**src/icache_pkg.sv**
```systemverilog
`default_nettype none

package icache_pkg;

    // line and set geometry
    localparam int LEN_OFFSET = 5;
    localparam int LEN_INDEX  = 7;
    localparam int LEN_TAG    = 20;
    localparam int NR_WORDS   = 8;
    localparam int NR_WAYS    = 2;

    typedef logic [31:0]           word_t;
    typedef logic [LEN_TAG-1:0]    tag_t;
    typedef logic [LEN_INDEX-1:0]  index_t;
    typedef logic [LEN_OFFSET-3:0] word_sel_t;

    typedef struct packed {
        tag_t       tag;
        index_t     index;
        word_sel_t  word_sel;
        logic [1:0] byte_sel;
    } fetch_addr_t;

    typedef struct packed {
        fetch_addr_t addr;
        logic        uncached;
    } fetch_req_t;

    typedef struct packed {
        logic [31:0] addr;
        logic [7:0]  len;
        logic [2:0]  size;
    } axi_ar_t;

    typedef struct packed {
        word_t data;
        logic  last;
    } axi_r_t;

    // write port command into tag and data RAMs
    typedef struct packed {
        logic [NR_WAYS-1:0] wr_en;
        index_t             index;
        word_sel_t          word_sel;
        word_t              data;
    } fill_t;

endpackage

`default_nettype wire

```
**src/icache_refill.sv**
```systemverilog
`timescale 1ns/1ns
`default_nettype none

module icache_refill
    import icache_pkg::*;
(
    input  wire             clk,
    input  wire             rst,
    input  wire             i_miss_start,
    input  wire fetch_req_t i_miss_req,
    input  wire             i_victim,
    output logic            o_refill_done,
    output word_t           o_refill_word,
    output fill_t           o_fill,
    output axi_ar_t         o_ar,
    output logic            o_arvalid,
    input  wire             i_arready,
    input  wire axi_r_t     i_r,
    input  wire             i_rvalid,
    output logic            o_rready
);

    typedef enum logic [1:0] {
        IDLE,
        ADDR,
        DATA,
        DONE
    } state_t;

    state_t     state_q;
    fetch_req_t req_q;
    logic       victim_q;
    word_sel_t  beat_q;
    word_t      word_q;
    logic       start;
    logic       beat;
    logic       pick;

    assign start = (state_q == IDLE) && i_miss_start;
    assign beat  = i_rvalid && o_rready;
    // uncached reads carry only the wanted word
    assign pick  = req_q.uncached || (beat_q == req_q.addr.word_sel);

    assign o_arvalid     = (state_q == ADDR);
    assign o_rready      = (state_q == DATA);
    assign o_refill_done = (state_q == DONE);

    always_ff @(posedge clk) begin
        if (rst) begin
            state_q <= IDLE;
            beat_q  <= '0;
        end else begin
            case (state_q)
                IDLE: begin
                    if (i_miss_start) begin
                        state_q <= ADDR;
                        beat_q  <= '0;
                    end
                end
                ADDR: begin
                    if (i_arready) begin
                        state_q <= DATA;
                    end
                end
                DATA: begin
                    if (beat) begin
                        beat_q <= beat_q + 1'b1;
                        if (i_r.last) begin
                            state_q <= DONE;
                        end
                    end
                end
                // last fill write lands before done is seen
                DONE: begin
                    state_q <= IDLE;
                end
                default: begin
                    state_q <= IDLE;
                end
            endcase
        end
    end

    always_ff @(posedge clk) begin
        if (start) begin
            req_q    <= i_miss_req;
            victim_q <= i_victim;
        end
        if (beat && pick) begin
            word_q <= i_r.data;
        end
        if (beat && i_r.last) begin
            o_refill_word <= pick ? i_r.data : word_q;
        end
    end

    always_comb begin
        o_ar.size = 3'd2;
        if (req_q.uncached) begin
            o_ar.addr = {req_q.addr.tag, req_q.addr.index, req_q.addr.word_sel, 2'b00};
            o_ar.len  = 8'd0;
        end else begin
            // whole line from its aligned start
            o_ar.addr = {req_q.addr.tag, req_q.addr.index, {LEN_OFFSET{1'b0}}};
            o_ar.len  = 8'(NR_WORDS - 1);
        end
    end

    always_comb begin
        o_fill.wr_en = '0;
        if (beat && !req_q.uncached) begin
            o_fill.wr_en[victim_q] = 1'b1;
        end
        o_fill.index    = req_q.addr.index;
        o_fill.word_sel = beat_q;
        o_fill.data     = i_r.data;
    end

endmodule

`default_nettype wire

```
**config.mk**
```make
export PLATFORM = sky130hd
export DESIGN_NAME = icache_refill
export DESIGN_NICKNAME = d
export VERILOG_FILES = /design/src/icache_pkg.sv /design/src/icache_refill.sv
export SDC_FILE = /design/constraint.sdc
export NUM_CORES = 1
export LEC_CHECK = 0
export BUFFER_PORTS_ARGS = -buffer_cell sky130_fd_sc_hd__clkbuf_2
export CORE_ASPECT_RATIO = 1.75
export CORE_MARGIN = 2
export CORE_UTILIZATION = 45
export DETAILED_ROUTE_END_ITERATION = 10
export GPL_TIMING_DRIVEN = 0
export HOLD_SLACK_MARGIN = 0.12
export PLACE_DENSITY = 0.79
export SETUP_SLACK_MARGIN = 0.2
export SYNTH_ARGS = -nofsm -noshare
export SYNTH_HDL_FRONTEND = slang
export SYNTH_SLANG_ARGS = --single-unit
export TNS_END_PERCENT = 50
```
**constraint.sdc**
```tcl
create_clock -name clk -period 8 [get_ports clk]
set_input_delay 2 -clock clk [delete_from_list [all_inputs] [get_ports clk]]
set_output_delay 2 -clock clk [all_outputs]
set_load 0.01 [all_outputs]
```
# == Word-level counts from Yosys, hierarchy flattened ==
# Index checks and enable logic that the tools add are counted.
# op_classes
n_reduce_logical,12
add_sub_neg,1
magnitude_cmp,2
n_mux,13
eq_ne,8
# ops
cell,count
2-to-1 mux 32 bit,1
2-to-1 mux 13 bit,1
2-to-1 mux 2 bit,5
one-hot mux 2 bit (4 select lines),1
logical AND 1 bit,6
2-to-1 mux 3 bit,2
one-hot mux 3 bit (2 select lines),1
== test 2 bit (second input constant),2
!= test 2 x 1 -> 1 bit (second input constant),2
!= test 2 bit (second input constant),2
AND reduction 4 bit,1
adder 3 x 1 -> 3 bit (second input constant),1
== test 3 bit,1
AND reduction 3 bit,1
== test 2 x 1 -> 1 bit (second input constant),1
zero test 2 bit,1
less-than comparator 1 x 2 -> 1 bit (second input constant),1
nonzero test 2 bit,1
demux 1 bit (select 1 bit),1
>= comparator 1 bit (second input constant),1
zero test 1 bit,1
logical OR 1 bit,1
2-to-1 mux 1 bit,1
# word_totals
in_bits,72
ff_bits,101
word_cells,45
output_inout_bits,122

# == Longest topological paths before layout ==
# logic_depth
word_depth,5
ltp_mapped,6
depth_no_buf,6

# == Worst setup path before layout ==
# OpenSTA, ideal clock, no wires.
# synth_path
path_type,input-to-output
from,input port i_rvalid
to,output port o_fill[43] in the netlist's numbering
t_arrival_ns,2.393
slack_ns,3.607
cell_stages,2
cell_sequence,nand2_1 nor3b_1
# synth_lines
element,line,text
start: declaration,icache_refill.sv:19,"input wire i_rvalid,"
end: declaration,icache_refill.sv:14,"output fill_t o_fill,"

==> results by group <==
Run status
  • Outcome: complete, no violations

Worst setup path
  • Slowest cell on the critical path: nor3b_1
  • R2r startpoint: req_q[5]
  • Crit-path cells: clkbuf_2, nand2_1, nor3b_1, clkbuf_2
  • Most used cell along the critical path: clkbuf_2
  • Setup CP Type: in2out
  • CP Max Fanout: 8
  • R2R depth: 4
  • WP data arrival: 2.72 ns
  • Startpoint Class: input pin
  • R2R Setup Slk: a little under 6 ns
  • Max incr delay on CP: 0.23 ns
  • Critical path capture point type: output pin
  • FF-to-FF End: word_q[13]
  • Req. time, crit path: about 6 ns

Finish
  • Fin cells: 592
  • Fraction of layout cells with a size suffix above 1: 66.4%
  • Final net count: 544
  • Commonest non-fill, non-tap cell in the layout: clkbuf_2
  • Most frequent cells in the layout: 181 x clkbuf_2, 96 x edfxtp_1, 78 x buf_4
  • Area grow syn2layout: 32.3%
  • Antenna diodes: 0

Logic synthesis
  • Ys flop type: edfxtp_1
  • Synth top area cells: edfxtp_1 67%, buf_4 14%, mux2_2 7.8%, dfxtp_1 2.3%, ha_1 2.0%
  • Mapped Cells: 265
  • Post-synth top area share: 66.7%
  • Synth area leader: edfxtp_1
  • Register area share after synthesis: 69.0%
  • Yosys Warn Count: 0
  • Mapped cell area: around 4300 um2
  • FFs w/ async S/R, synth: 0%
  • Syn Area/Cell: approximately 16 um2
  • Synth unique cells: 28
  • Post-synth EDFFs: 96
  • Synthesis-stage register bit count: 101

Timing
  • Final Cycle Share: about three fifths
  • Final worst setup slack: between 3 and 4 ns
  • Max-slew violation count: 0
  • Final setup TNS: 0 ns
  • Max-slew headroom at the worst pin: a little under two fifths
  • Fmax: 0.212 GHz
  • Final setup vio count: 0
  • RSZ-0062 raised after global routing: no
  • Final Hold Fails: 0
  • Clk_skew: between 0.009 and 0.01 ns
  • Fin crit period: 4.72 ns
  • Actual slew at the worst max-slew pin: 0.947 ns

Pwr
  • Worst vdd ir: 175 uV
  • Switching Share: 26.7%
  • Leak: 0.00251 uW
  • Sw Pwr: 405 uW
  • Pwr dens: ~270 nW/um2
  • Pint: 1110 uW
  • Sequential group share of total power: ~46%
  • Combinational Power Share: 25.2%
  • Clock share of power: between 20% and 30%

Global route
  • Tot GR Track Use: between 10% and 20%
  • Vias in the first global route: 2633
  • Pin count of the biggest net entering global routing: 33
  • Grt ovf: 0
  • Antenna violations before repair: 0
  • First-pass GRT wire length: 12200 um

Placed design
  • DP Cell Count: roughly 580
  • Port buffer count: ~180
  • Dpl ws: 3.26 ns
  • HPWL after DPL: 5980 um
  • GPL Wtd Cong: 0.723

Clock tree
  • Root buf cell: clkbuf_16
  • # H-tree levels: 3
  • CTS tree: done
  • PostCTS Resize Cnt: 0
  • Clock transition at path regs: 0.07 ns
  • Clk buf depth: 2
  • Clock Latency Late Sink: roughly 0.34 ns
  • CTS Buf Count: 9
  • Setup repair bufs after CTS: 0
  • CTS sink cnt: 101
  • CTS Hold Bufs: 0

Routing
  • Initial DRT Pass Iterations: 4
  • WL final: slightly below 8000 um
  • Iteration-0 DRC Markers: between 100 and 150
  • DRC viols: 0
  • Drt wl/cell: about 13 um
  • Antenna-violating nets left: 0
  • Avg Vias per Cell: 4.44
  • Via count: 2628

Floorplanning
  • Site row count: 47
  • Num ports: ~190
  • Die height: 134 um
  • Die width: slightly below 80 um
  • Std-Cell Core Area: 9410 um2
  • Die ar.: 10400 um2
  • Initial Utilization: 45.9%

Flow run
  • Max Cap Viol: 0

Min path
  • Tightest Hold Check Type: reg2reg
  • Worst hold start: state_q[0]
  • Worst Hold Path EP: state_q[0]
  • Min-Delay Path Depth: 2
-- cell families after synthesis --
group / synth area share, %
AND/OR/NAND/NOR: 3.30
multiplexers: 8.57
adder cells (fa/ha/maj): 2.03
flip-flops: 69.0
buffers and inverters: 14.7
AO/OA/AOI/OAI: 1.62
XOR/XNOR: 0.608
other: 0.174
-- registers in the layout, indices dropped and copies added, names as in the netlist --
name and flops:
victim_q 1, state_q 2, o_fill 7, beat_q 3, word_q 32, o_refill_word 32, req_q 24
-- per-layer routing --
metal | track usage [%] | vias up | wire length (um) | part of all wire [%]
met4 | 5.85 | 0 | 133 | 1.7
met3 | 4.61 | 12 | 591 | 7.6
li1 | - | 1265 | - | -
met2 | 28.1 | 123 | 4300 | 55
met1 | 15.4 | 1228 | 2780 | 36
met5 | 0 | - | 0 | 0
-- Yosys cell counts, types with 2 or more instances --
library cell,instances
a21oi_1,3
and2_1,4
buf_4,78
buf_6,3
conb_1,2
dfxtp_1,5
edfxtp_1,96
ha_1,7
inv_1,4
mux2_1,2
mux2_2,30
nand2_1,4
nor2_1,5
nor2b_1,5
nor3b_1,2
xnor2_1,3
-- worst max path at each step --
stage               startpoint         end  slack, ns  depth (start not counted)
floorplan             i_rvalid  o_fill[43]       3.61                          2
global placement      i_rvalid   word_q[9]       3.15                          3
detailed placement    i_rvalid  o_fill[43]       3.26                          4
CTS                   i_rvalid  o_fill[43]       3.26                          4
global route          i_rvalid  o_fill[43]       3.17                          4
finish                i_rvalid  o_fill[43]       3.28                          4
-- critical path: cells and delay by family --
family / cells / cell delay (ns)
buffers and inverters: 2 / 0.32
AND/OR/NAND/NOR: 2 / 0.39
-- power groups by stage --
stage,logic (uW),clock network [uW],registers [uW]
6_report,383,430,705
5_1_grt,420,462,712
4_1_cts,389,440,708
3_5_place_dp,387,0,719
3_3_place_gp,374,0,716
2_1_floorplan,256,0,714
-- layout make-up --
class | count | area (um2)
sequential | 101 | 2980
multi-input combinational | 87 | 744
fill | 750 | 3690
buffer | 81 | 619
timing repair buffer | 181 | 906
clock inverter | 6 | 70.1
inverter | 4 | 15.0
tap | 122 | 153
clock buffer | 10 | 229
-- metrics by stage --
step	util (%)	cell area (um2)	hold WS (ns)	total power (uW)
2_1_floorplan	-	4350	0.505	970
3_3_place_gp	57.5	5410	0.516	1090
3_5_place_dp	57.6	5420	0.530	1110
4_1_cts	60.8	5720	0.547	1540
5_1_grt	60.8	5720	0.563	1590
6_report	60.8	5720	0.542	1520
(Power assumes the default switching activity.)
